### config.mk
export PLATFORM = sky130hd
export DESIGN_NAME = des_top
export DESIGN_NICKNAME = d
export VERILOG_FILES = /design/src/common/des_pkg.sv /design/src/des_core/des_key_sched.sv /design/src/des_core/des_round.sv /design/src/des_core/des_state.sv /design/src/hdl/des_apb_ctrl.sv /design/src/hdl/des_top.sv
export SDC_FILE = /design/constraint.sdc
export NUM_CORES = 1
export LEC_CHECK = 0
export BUFFER_PORTS_ARGS = -buffer_cell sky130_fd_sc_hd__buf_2
export CELL_PAD_IN_SITES_DETAIL_PLACEMENT = 2
export CELL_PAD_IN_SITES_GLOBAL_PLACEMENT = 2
export CORE_UTILIZATION = 40
export CTS_CLUSTER_DIAMETER = 80
export CTS_CLUSTER_SIZE = 14
export DETAILED_ROUTE_END_ITERATION = 8
export PLACE_DENSITY_LB_ADDON = 0.1
export SETUP_SLACK_MARGIN = 0.1
export SYNTH_ARGS = -nofsm -noshare
export SYNTH_HDL_FRONTEND = slang
export SYNTH_SLANG_ARGS = --single-unit
### constraint.sdc
create_clock -name clk -period 8.23 [get_ports clk]
set_input_delay 1.646 -clock clk [delete_from_list [all_inputs] [get_ports clk]]
set_output_delay 1.646 -clock clk [all_outputs]
set_load 0.005 [all_outputs]
### src/common/des_pkg.sv
package des_pkg;

    typedef logic [63:0] des_block_t;
    typedef logic [31:0] des_half_t;
    typedef logic [63:0] des_key_t;
    typedef logic [55:0] des_cd_t;
    typedef logic [47:0] des_round_key_t;
    typedef logic [3:0]  des_round_t;

    localparam int NUM_ROUNDS = 16;

    typedef enum logic [1:0] {
        IDLE,
        LOAD,
        ROUND,
        DONE
    } des_state_e;

    typedef enum logic [7:0] {
        KEY_HI    = 8'h00,
        KEY_LO    = 8'h04,
        DATA_HI   = 8'h08,
        DATA_LO   = 8'h0C,
        CTRL      = 8'h10,
        STATUS    = 8'h14,
        RESULT_HI = 8'h18,
        RESULT_LO = 8'h1C
    } apb_reg_e;

    // tables use DES numbering, bit 1 is the msb
    localparam int IP_TBL [64] = '{
        58, 50, 42, 34, 26, 18, 10, 2, 60, 52, 44, 36, 28, 20, 12, 4,
        62, 54, 46, 38, 30, 22, 14, 6, 64, 56, 48, 40, 32, 24, 16, 8,
        57, 49, 41, 33, 25, 17, 9, 1, 59, 51, 43, 35, 27, 19, 11, 3,
        61, 53, 45, 37, 29, 21, 13, 5, 63, 55, 47, 39, 31, 23, 15, 7
    };

    localparam int FP_TBL [64] = '{
        40, 8, 48, 16, 56, 24, 64, 32, 39, 7, 47, 15, 55, 23, 63, 31,
        38, 6, 46, 14, 54, 22, 62, 30, 37, 5, 45, 13, 53, 21, 61, 29,
        36, 4, 44, 12, 52, 20, 60, 28, 35, 3, 43, 11, 51, 19, 59, 27,
        34, 2, 42, 10, 50, 18, 58, 26, 33, 1, 41, 9, 49, 17, 57, 25
    };

    localparam int PC1_TBL [56] = '{
        57, 49, 41, 33, 25, 17, 9, 1, 58, 50, 42, 34, 26, 18,
        10, 2, 59, 51, 43, 35, 27, 19, 11, 3, 60, 52, 44, 36,
        63, 55, 47, 39, 31, 23, 15, 7, 62, 54, 46, 38, 30, 22,
        14, 6, 61, 53, 45, 37, 29, 21, 13, 5, 28, 20, 12, 4
    };

    localparam int PC2_TBL [48] = '{
        14, 17, 11, 24, 1, 5, 3, 28, 15, 6, 21, 10, 23, 19, 12, 4,
        26, 8, 16, 7, 27, 20, 13, 2, 41, 52, 31, 37, 47, 55, 30, 40,
        51, 45, 33, 48, 44, 49, 39, 56, 34, 53, 46, 42, 50, 36, 29, 32
    };

    localparam int E_TBL [48] = '{
        32, 1, 2, 3, 4, 5, 4, 5, 6, 7, 8, 9, 8, 9, 10, 11,
        12, 13, 12, 13, 14, 15, 16, 17, 16, 17, 18, 19, 20, 21, 20, 21,
        22, 23, 24, 25, 24, 25, 26, 27, 28, 29, 28, 29, 30, 31, 32, 1
    };

    localparam int P_TBL [32] = '{
        16, 7, 20, 21, 29, 12, 28, 17, 1, 15, 23, 26, 5, 18, 31, 10,
        2, 8, 24, 14, 32, 27, 3, 9, 19, 13, 30, 6, 22, 11, 4, 25
    };

    localparam int SHIFT_TBL [16] = '{1, 1, 2, 2, 2, 2, 2, 2, 1, 2, 2, 2, 2, 2, 2, 1};

    // index is row * 16 + column
    localparam int SBOX [8][64] = '{
        '{14, 4, 13, 1, 2, 15, 11, 8, 3, 10, 6, 12, 5, 9, 0, 7,
          0, 15, 7, 4, 14, 2, 13, 1, 10, 6, 12, 11, 9, 5, 3, 8,
          4, 1, 14, 8, 13, 6, 2, 11, 15, 12, 9, 7, 3, 10, 5, 0,
          15, 12, 8, 2, 4, 9, 1, 7, 5, 11, 3, 14, 10, 0, 6, 13},
        '{15, 1, 8, 14, 6, 11, 3, 4, 9, 7, 2, 13, 12, 0, 5, 10,
          3, 13, 4, 7, 15, 2, 8, 14, 12, 0, 1, 10, 6, 9, 11, 5,
          0, 14, 7, 11, 10, 4, 13, 1, 5, 8, 12, 6, 9, 3, 2, 15,
          13, 8, 10, 1, 3, 15, 4, 2, 11, 6, 7, 12, 0, 5, 14, 9},
        '{10, 0, 9, 14, 6, 3, 15, 5, 1, 13, 12, 7, 11, 4, 2, 8,
          13, 7, 0, 9, 3, 4, 6, 10, 2, 8, 5, 14, 12, 11, 15, 1,
          13, 6, 4, 9, 8, 15, 3, 0, 11, 1, 2, 12, 5, 10, 14, 7,
          1, 10, 13, 0, 6, 9, 8, 7, 4, 15, 14, 3, 11, 5, 2, 12},
        '{7, 13, 14, 3, 0, 6, 9, 10, 1, 2, 8, 5, 11, 12, 4, 15,
          13, 8, 11, 5, 6, 15, 0, 3, 4, 7, 2, 12, 1, 10, 14, 9,
          10, 6, 9, 0, 12, 11, 7, 13, 15, 1, 3, 14, 5, 2, 8, 4,
          3, 15, 0, 6, 10, 1, 13, 8, 9, 4, 5, 11, 12, 7, 2, 14},
        '{2, 12, 4, 1, 7, 10, 11, 6, 8, 5, 3, 15, 13, 0, 14, 9,
          14, 11, 2, 12, 4, 7, 13, 1, 5, 0, 15, 10, 3, 9, 8, 6,
          4, 2, 1, 11, 10, 13, 7, 8, 15, 9, 12, 5, 6, 3, 0, 14,
          11, 8, 12, 7, 1, 14, 2, 13, 6, 15, 0, 9, 10, 4, 5, 3},
        '{12, 1, 10, 15, 9, 2, 6, 8, 0, 13, 3, 4, 14, 7, 5, 11,
          10, 15, 4, 2, 7, 12, 9, 5, 6, 1, 13, 14, 0, 11, 3, 8,
          9, 14, 15, 5, 2, 8, 12, 3, 7, 0, 4, 10, 1, 13, 11, 6,
          4, 3, 2, 12, 9, 5, 15, 10, 11, 14, 1, 7, 6, 0, 8, 13},
        '{4, 11, 2, 14, 15, 0, 8, 13, 3, 12, 9, 7, 5, 10, 6, 1,
          13, 0, 11, 7, 4, 9, 1, 10, 14, 3, 5, 12, 2, 15, 8, 6,
          1, 4, 11, 13, 12, 3, 7, 14, 10, 15, 6, 8, 0, 5, 9, 2,
          6, 11, 13, 8, 1, 4, 10, 7, 9, 5, 0, 15, 14, 2, 3, 12},
        '{13, 2, 8, 4, 6, 15, 11, 1, 10, 9, 3, 14, 5, 0, 12, 7,
          1, 15, 13, 8, 10, 3, 7, 4, 12, 5, 6, 11, 0, 14, 9, 2,
          7, 11, 4, 1, 9, 12, 14, 2, 0, 6, 10, 13, 15, 3, 5, 8,
          2, 1, 14, 7, 4, 10, 8, 13, 15, 12, 9, 0, 3, 5, 6, 11}
    };

    function automatic des_block_t ip_perm(input des_block_t din);
        des_block_t dout;
        for (int i = 0; i < 64; i++)
        begin
            dout[63 - i] = din[64 - IP_TBL[i]];
        end
        return dout;
    endfunction

    function automatic des_block_t fp_perm(input des_block_t din);
        des_block_t dout;
        for (int i = 0; i < 64; i++)
        begin
            dout[63 - i] = din[64 - FP_TBL[i]];
        end
        return dout;
    endfunction

    // drops the parity bits
    function automatic des_cd_t pc1_perm(input des_key_t din);
        des_cd_t dout;
        for (int i = 0; i < 56; i++)
        begin
            dout[55 - i] = din[64 - PC1_TBL[i]];
        end
        return dout;
    endfunction

    function automatic des_round_key_t pc2_perm(input des_cd_t din);
        des_round_key_t dout;
        for (int i = 0; i < 48; i++)
        begin
            dout[47 - i] = din[56 - PC2_TBL[i]];
        end
        return dout;
    endfunction

    function automatic des_round_key_t expand(input des_half_t din);
        des_round_key_t dout;
        for (int i = 0; i < 48; i++)
        begin
            dout[47 - i] = din[32 - E_TBL[i]];
        end
        return dout;
    endfunction

    function automatic des_half_t p_perm(input des_half_t din);
        des_half_t dout;
        for (int i = 0; i < 32; i++)
        begin
            dout[31 - i] = din[32 - P_TBL[i]];
        end
        return dout;
    endfunction

    // outer bits pick the row, inner four the column
    function automatic logic [3:0] sbox_lookup(input int box, input logic [5:0] six);
        return 4'(SBOX[box][{six[5], six[0], six[4:1]}]);
    endfunction

    function automatic logic [1:0] shift_amount(input des_round_t round);
        return 2'(SHIFT_TBL[round]);
    endfunction

endpackage

### src/des_core/des_key_sched.sv
`timescale 1ns/1ps

module des_key_sched (
    input  logic                    clk,
    input  logic                    reset,
    input  des_pkg::des_key_t       key,
    input  logic                    load,
    input  logic                    step,
    input  des_pkg::des_round_t     round,
    output des_pkg::des_round_key_t round_key
);
    import des_pkg::*;

    des_cd_t     cd_q;
    des_cd_t     cd_rot;
    logic [27:0] c_half, d_half;

    assign c_half = cd_q[55:28];
    assign d_half = cd_q[27:0];

    // C and D rotate separately
    always_comb
    begin
        if (shift_amount(round) == 2'd2)
        begin
            cd_rot = {c_half[25:0], c_half[27:26], d_half[25:0], d_half[27:26]};
        end
        else
        begin
            cd_rot = {c_half[26:0], c_half[27], d_half[26:0], d_half[27]};
        end
    end

    // key for the current round, ready in the step cycle
    assign round_key = pc2_perm(cd_rot);

    always_ff @(posedge clk)
    begin
        if (reset)
        begin
            cd_q <= '0;
        end
        else if (load)
        begin
            cd_q <= pc1_perm(key);
        end
        else if (step)
        begin
            cd_q <= cd_rot;
        end
    end

endmodule

### src/des_core/des_round.sv
`timescale 1ns/1ps

module des_round (
    input  des_pkg::des_half_t      right,
    input  des_pkg::des_round_key_t round_key,
    output des_pkg::des_half_t      f_out
);
    import des_pkg::*;

    des_round_key_t mixed;
    des_half_t      sbox_out;

    assign mixed = expand(right) ^ round_key;

    // S1 takes the top six bits
    always_comb
    begin
        for (int b = 0; b < 8; b++)
        begin
            sbox_out[31 - 4 * b -: 4] = sbox_lookup(b, mixed[47 - 6 * b -: 6]);
        end
    end

    assign f_out = p_perm(sbox_out);

endmodule

### src/des_core/des_state.sv
`timescale 1ns/1ps

module des_state (
    input  logic                clk,
    input  logic                reset,
    input  logic                load,
    input  logic                step,
    input  des_pkg::des_block_t block_in,
    input  des_pkg::des_half_t  f_out,
    output des_pkg::des_half_t  right,
    output des_pkg::des_block_t result
);
    import des_pkg::*;

    des_half_t  l_q, r_q;
    des_block_t ip_blk;

    assign ip_blk = ip_perm(block_in);

    always_ff @(posedge clk)
    begin
        if (reset)
        begin
            l_q <= '0;
            r_q <= '0;
        end
        else if (load)
        begin
            l_q <= ip_blk[63:32];
            r_q <= ip_blk[31:0];
        end
        else if (step)
        begin
            // feistel swap
            l_q <= r_q;
            r_q <= l_q ^ f_out;
        end
    end

    assign right = r_q;

    // halves swapped before the final permutation
    assign result = fp_perm({r_q, l_q});

endmodule

### src/hdl/des_apb_ctrl.sv
`timescale 1ns/1ps

module des_apb_ctrl #(
    parameter int addr_width = 5
) (
    input  logic                    clk,
    input  logic                    reset,
    input  logic [addr_width-1:0]   paddr,
    input  logic                    psel,
    input  logic                    penable,
    input  logic                    pwrite,
    input  des_pkg::des_half_t      pwdata,
    output des_pkg::des_half_t      prdata,
    output logic                    pready,
    output logic                    pslverr,
    input  des_pkg::des_block_t     result,
    output des_pkg::des_key_t       key,
    output des_pkg::des_block_t     block_in,
    output logic                    load,
    output logic                    step,
    output des_pkg::des_round_t     round
);
    import des_pkg::*;

    des_state_e state;
    apb_reg_e   offset;
    des_half_t  key_hi, key_lo, data_hi, data_lo, result_hi, result_lo;
    des_half_t  rdata;
    logic       wr_en, rd_en, wr_ok, reg_err, start_wr;
    logic       start_q, busy, done;

    assign offset = apb_reg_e'(8'(paddr));
    assign wr_en  = psel && penable && pwrite;
    assign rd_en  = psel && penable && !pwrite;

    // register decode, refuses writes to operands while busy
    always_comb
    begin
        rdata   = '0;
        reg_err = 1'b0;
        case (offset)
            KEY_HI:    begin rdata = key_hi;    reg_err = pwrite && busy; end
            KEY_LO:    begin rdata = key_lo;    reg_err = pwrite && busy; end
            DATA_HI:   begin rdata = data_hi;   reg_err = pwrite && busy; end
            DATA_LO:   begin rdata = data_lo;   reg_err = pwrite && busy; end
            CTRL:      reg_err = pwrite && busy;
            STATUS:    begin rdata = {30'd0, done, busy}; reg_err = pwrite; end
            RESULT_HI: begin rdata = result_hi; reg_err = pwrite; end
            RESULT_LO: begin rdata = result_lo; reg_err = pwrite; end
            default:   reg_err = 1'b1;
        endcase
    end

    assign prdata   = rd_en ? rdata : '0;
    assign pslverr  = psel && penable && reg_err;
    assign pready   = 1'b1;
    assign wr_ok    = wr_en && !reg_err;
    assign start_wr = wr_ok && (offset == CTRL) && pwdata[0];

    always_ff @(posedge clk)
    begin
        if (wr_ok)
        begin
            case (offset)
                KEY_HI:  key_hi  <= pwdata;
                KEY_LO:  key_lo  <= pwdata;
                DATA_HI: data_hi <= pwdata;
                DATA_LO: data_lo <= pwdata;
                default: ;
            endcase
        end
    end

    assign key      = {key_hi, key_lo};
    assign block_in = {data_hi, data_lo};
    assign load     = (state == LOAD);
    assign step     = (state == ROUND);

    always_ff @(posedge clk)
    begin
        if (reset)
        begin
            state   <= IDLE;
            round   <= '0;
            start_q <= 1'b0;
            busy    <= 1'b0;
            done    <= 1'b0;
        end
        else
        begin
            if (start_wr)
            begin
                start_q <= 1'b1;
                busy    <= 1'b1;
                done    <= 1'b0;
            end
            case (state)
                IDLE, DONE:
                begin
                    if (start_q)
                    begin
                        state   <= LOAD;
                        start_q <= 1'b0;
                    end
                end
                LOAD:
                begin
                    state <= ROUND;
                    round <= '0;
                end
                ROUND:
                begin
                    round <= round + 1'b1;
                    if (round == des_round_t'(NUM_ROUNDS - 1))
                    begin
                        state <= DONE;
                        busy  <= 1'b0;
                        done  <= 1'b1;
                    end
                end
                default: state <= IDLE;
            endcase
        end
    end

    // last step lands on the edge into DONE, so sample from the DONE cycle on
    always_ff @(posedge clk)
    begin
        if (reset)
        begin
            result_hi <= '0;
            result_lo <= '0;
        end
        else if (state == DONE)
        begin
            result_hi <= result[63:32];
            result_lo <= result[31:0];
        end
    end

endmodule

### src/hdl/des_top.sv
`timescale 1ns/1ps

module des_top #(
    parameter int addr_width = 5
) (
    input  logic                    clk,
    input  logic                    reset,
    input  logic [addr_width-1:0]   paddr,
    input  logic                    psel,
    input  logic                    penable,
    input  logic                    pwrite,
    input  des_pkg::des_half_t      pwdata,
    output des_pkg::des_half_t      prdata,
    output logic                    pready,
    output logic                    pslverr
);
    import des_pkg::*;

    des_key_t       key;
    des_block_t     block_in;
    des_block_t     result;
    des_round_t     round;
    des_round_key_t round_key;
    des_half_t      right;
    des_half_t      f_out;
    logic           load;
    logic           step;

    des_apb_ctrl #(
        .addr_width (addr_width)
    ) u_ctrl (
        .clk      (clk),
        .reset    (reset),
        .paddr    (paddr),
        .psel     (psel),
        .penable  (penable),
        .pwrite   (pwrite),
        .pwdata   (pwdata),
        .prdata   (prdata),
        .pready   (pready),
        .pslverr  (pslverr),
        .result   (result),
        .key      (key),
        .block_in (block_in),
        .load     (load),
        .step     (step),
        .round    (round)
    );

    des_key_sched u_key_sched (
        .clk       (clk),
        .reset     (reset),
        .key       (key),
        .load      (load),
        .step      (step),
        .round     (round),
        .round_key (round_key)
    );

    des_round u_round (
        .right     (right),
        .round_key (round_key),
        .f_out     (f_out)
    );

    des_state u_state (
        .clk      (clk),
        .reset    (reset),
        .load     (load),
        .step     (step),
        .block_in (block_in),
        .f_out    (f_out),
        .right    (right),
        .result   (result)
    );

endmodule

==> results.py <==
metrics = {
    "logic_synthesis": {
        "yosysTopAreaCellShare_pct": 19.2,
        "synthCells": 2224,
        "synth_commonest_cells": "393 x nor2_1, 228 x a21oi_1, 197 x mux2i_1",
        "synth.cell_area_um2": 20100,
        "synth-main-ff-cell": "dfxtp_1",
        "yosysWarningCount": 0,
        "synth_edf_count": 128,
        "async_flop_share_pct": 0,
        "synth_area_leader_cell": "dfxtp_1",
        "ys_ff_latch": 321,
        "yosysMostFrequentCell": "nor2_1",
        "synth_nets": 2328,
        "synthTopCellsByArea": "dfxtp_1 19%, edfxtp_1 19%, mux2i_1 9.8%",
        "avgSynthCellArea_um2": 9.05,
        "yosys.cell_types.count": 80,
        "seq_area_frac_synth_pct": 38.3,
    },
    "worst_setup_path": {
        "arrival_ns": 4.19,
        "start_kind": "input pin",
        "cp_max_fo": 17,
        "critPathKind": "in2out",
        "crit_required_ns": 6.58,
        "crit_chain": "buf_2, or3_1, nor2b_4, buf_4, a22oi_1, a31oi_1, buf_2",
        "path_depth": 7,
        "endpoint": "prdata[4]",
        "path_common_cell": "buf_2",
        "r2r_cells": 12,
        "critPathTopFamily": "simple AND/OR/NAND/NOR gates",
        "slowest_stage": "or3_1",
        "r2r_end": "u_state.right[22]",
        "critPathLaunch": "paddr[4]",
        "cp-end-kind": "output pin",
        "cp_slowest_stage_delay_ns": 0.61,
        "cp.buffers_inverters": 3,
        "rr_startpoint": "u_ctrl.round[3]",
        "r2r_slack_ns": 2.52,
    },
    "detailed_routing": {
        "via_per_inst": 6.22,
        "top_layer_used": "met4",
        "dr_wl_met3_mm": 3.80,
        "num_vias": 17900,
        "wl_met2_mm": 37.6,
        "drc": 0,
        "drt-pass1-iter-count": 5,
        "drt-total-wl_mm": 79.5,
        "wl_met1_mm": 36.2,
        "avgRoutedWirePerCell_um": 27.6,
        "drt_iter0_markers": 1304,
        "ant_nets": 0,
    },
    "finish": {
        "stdcell_area_um2": 21800,
        "layout.nets": 2295,
        "syn2layout_area_growth_pct": 8.39,
        "num-fill-cells": 5416,
        "final_cells": 2877,
        "drive_gt1_share_pct": 11.3,
        "fin_util_pct": 44.3,
        "multi_input_area_um2": 11600,
        "insertedDiodeCount": 0,
        "seq_area_um2": 7710,
    },
    "timing": {
        "layout_min_cycle_time_ns": 5.83,
        "maxSlewViolCount": 0,
        "slew_headroom_pct": 15.2,
        "setup_viol": 0,
        "fin_ws_ns": 2.40,
        "finalHoldViolCount": 0,
        "rsz0062_at_grt": "no",
        "worst_slew_pin_slew_ns": 1.26,
        "finalClockSkew_ns": 0.0134,
        "fmax_ghz": 0.171,
        "period_share_pct": 70.9,
        "final.setup.tns_ns": 0,
    },
    "place": {
        "dp_cells": 2825,
        "place_area_um2": 21000,
        "dp_hpwl_mm": 55.6,
        "port_buffers": 74,
        "gp_congestion": 0.877,
        "place_ws_ns": 2.48,
    },
    "floorplanning": {
        "initial_core_util_pct": 40.9,
        "coreArea_um2": 49300,
        "die_y_um": 226,
        "ios": 76,
        "row_count": 81,
        "dieWidth_um": 226,
        "die_area_um2": 51200,
    },
    "pwr": {
        "switchingPower_uw": 4130,
        "power_frac_seq_pct": 26.0,
        "pwr-share-comb_pct": 58.4,
        "power_density_nw_per_um2": 382,
        "vdd_drop_max_uv": 209,
        "swShare_pct": 49.5,
        "leakage_uw": 0.00786,
        "pwr-share-clk_pct": 15.5,
        "p_int_uw": 4210,
    },
    "clocking": {
        "cts_max_path_buffers": 3,
        "ctsHtreeMaxLevel": 1,
        "cts.sinks": 321,
        "postCtsSetupBuffers": 0,
        "cts_buffers": 28,
        "cts_resized": 0,
        "clk_latency_ns": 0.58,
        "cts.root.buffer_cell": "clkbuf_16",
        "cts_tree": "done",
        "ctsHoldBuffers": 0,
        "clk_pin_slew_ns": 0.07,
    },
    "hold_path": {
        "hold_path_class": "reg2reg",
        "hold_depth": 2,
    },
    "run": {
        "drv_cap": 0,
    },
    "global_routing": {
        "gr-usage-all-layers_pct": 30.9,
        "grt_max_degree": 83,
        "antenna_found_initial": 0,
        "overflow": 0,
        "grt_pass1_vias": 18500,
        "grt_first_pass_wirelength_mm": 119,
    },
    "outcome": {
        "status": "finished, final reports clean",
    },
}
==> cell usage in the layout, fill, tap and decap left out, drive strengths merged, types with 8 or more instances in the layout <==
cell	netlist	layout
xnor2	84	84
and3	10	10
mux4	15	15
nor2	393	393
ha	62	62
mux2	12	12
or3	11	11
nand3b	19	19
a211oi	24	24
a31oi	49	49
a311oi	10	10
nor3	39	39
a22oi	103	103
o2111ai	8	8
mux2i	211	211
o221ai	13	13
dfxtp	193	193
o211ai	34	34
buf	65	112
nand3	33	33
and2	10	10
edfxtp	128	128
clkbuf	110	46
nor2b	23	23
nand2	103	103
a21oi	228	228
xor2	30	30
o21ai	42	42
o22ai	16	16
inv	47	49
==> worst reg2reg max path: stages, from the launching register on <==
cell     delay [ns]
dfxtp_2        1.05
inv_1          0.37
o21ai_4        0.69
buf_4          0.59
mux2i_1        0.22
xnor2_1        0.58
inv_1          0.24
ha_1           0.42
mux4_2         0.51
mux4_2         0.49
xor2_1         0.16
nor2_1         0.11
o22ai_1        0.10
==> metal layers <==
layer	up-vias	global-route usage, %
met1	9325	42.2
met3	96	3.59
met5	-	0
li1	8024	-
met2	445	51.6
met4	0	7.96
==> power by group through the flow <==
stage / logic [uW] / registers [uW] / clock network, uW
after detailed placement: 4820 / 2190 / 0
final: 4870 / 2170 / 1300
after floorplan: 3510 / 1960 / 0
after CTS: 4860 / 2160 / 1310
after global placement: 4630 / 2180 / 0
after global routing: 5250 / 2180 / 1370
==> cell families (layout without fill, tap and decap cells) <==
kind of cell / Yosys count / after routing / synth area share (%)
xor gates and xnor gates: 114 / 114 / 6.17
DFF: 321 / 321 / 38.3
and+or+nand+nor: 670 / 670 / 14.5
other: 1 / 1 / 0.0186
AOI/OAI and AO/OA: 595 / 595 / 19.1
adders and majority gates: 63 / 63 / 3.90
muxes: 238 / 238 / 13.4
buffers and inverters: 222 / 211 / 4.58
==> state kept, by name, summed over array words and instances, names as in the netlist <==
signal,flops
u_state.l_q,32
u_ctrl.key_lo,32
u_ctrl.busy,1
u_ctrl.result_hi,32
u_key_sched.cd_q,56
u_ctrl.start_q,1
u_ctrl.data_hi,32
u_ctrl.state,2
u_state.right,32
u_ctrl.round,4
u_ctrl.data_lo,32
u_ctrl.result_lo,32
u_ctrl.key_hi,32
u_ctrl.done,1
==> how the worst min path moves through the flow <==
stage                                 to                  from
floorplan                    u_ctrl.done           u_ctrl.done
global placement             u_ctrl.done           u_ctrl.done
detailed placement           u_ctrl.done           u_ctrl.done
CTS                 u_ctrl.result_lo[30]  u_ctrl.result_lo[30]
global route        u_ctrl.result_lo[30]  u_ctrl.result_lo[30]
finish              u_ctrl.result_lo[27]  u_ctrl.result_lo[27]
==> layout make-up <==
| cell class | count | area share, % |
|---|---|---|
| flip-flops and latches | 321 | 35.3 |
| inverters | 47 | 0.809 |
| multi-input cells | 1681 | 53.2 |
| repair buffers | 112 | 3.03 |
| clock inverters | 6 | 0.184 |
| clock buffers | 46 | 3.62 |
| well taps | 664 | 3.81 |
==> through the flow <==
step / total power [uW] / hold slack [ns]
floorplan: 5470 / 0.433
global placement: 6810 / 0.453
detailed placement: 7010 / 0.460
CTS: 8330 / 0.513
global route: 8800 / 0.538
finish: 8330 / 0.512
Power figures use the tool's default switching activity.
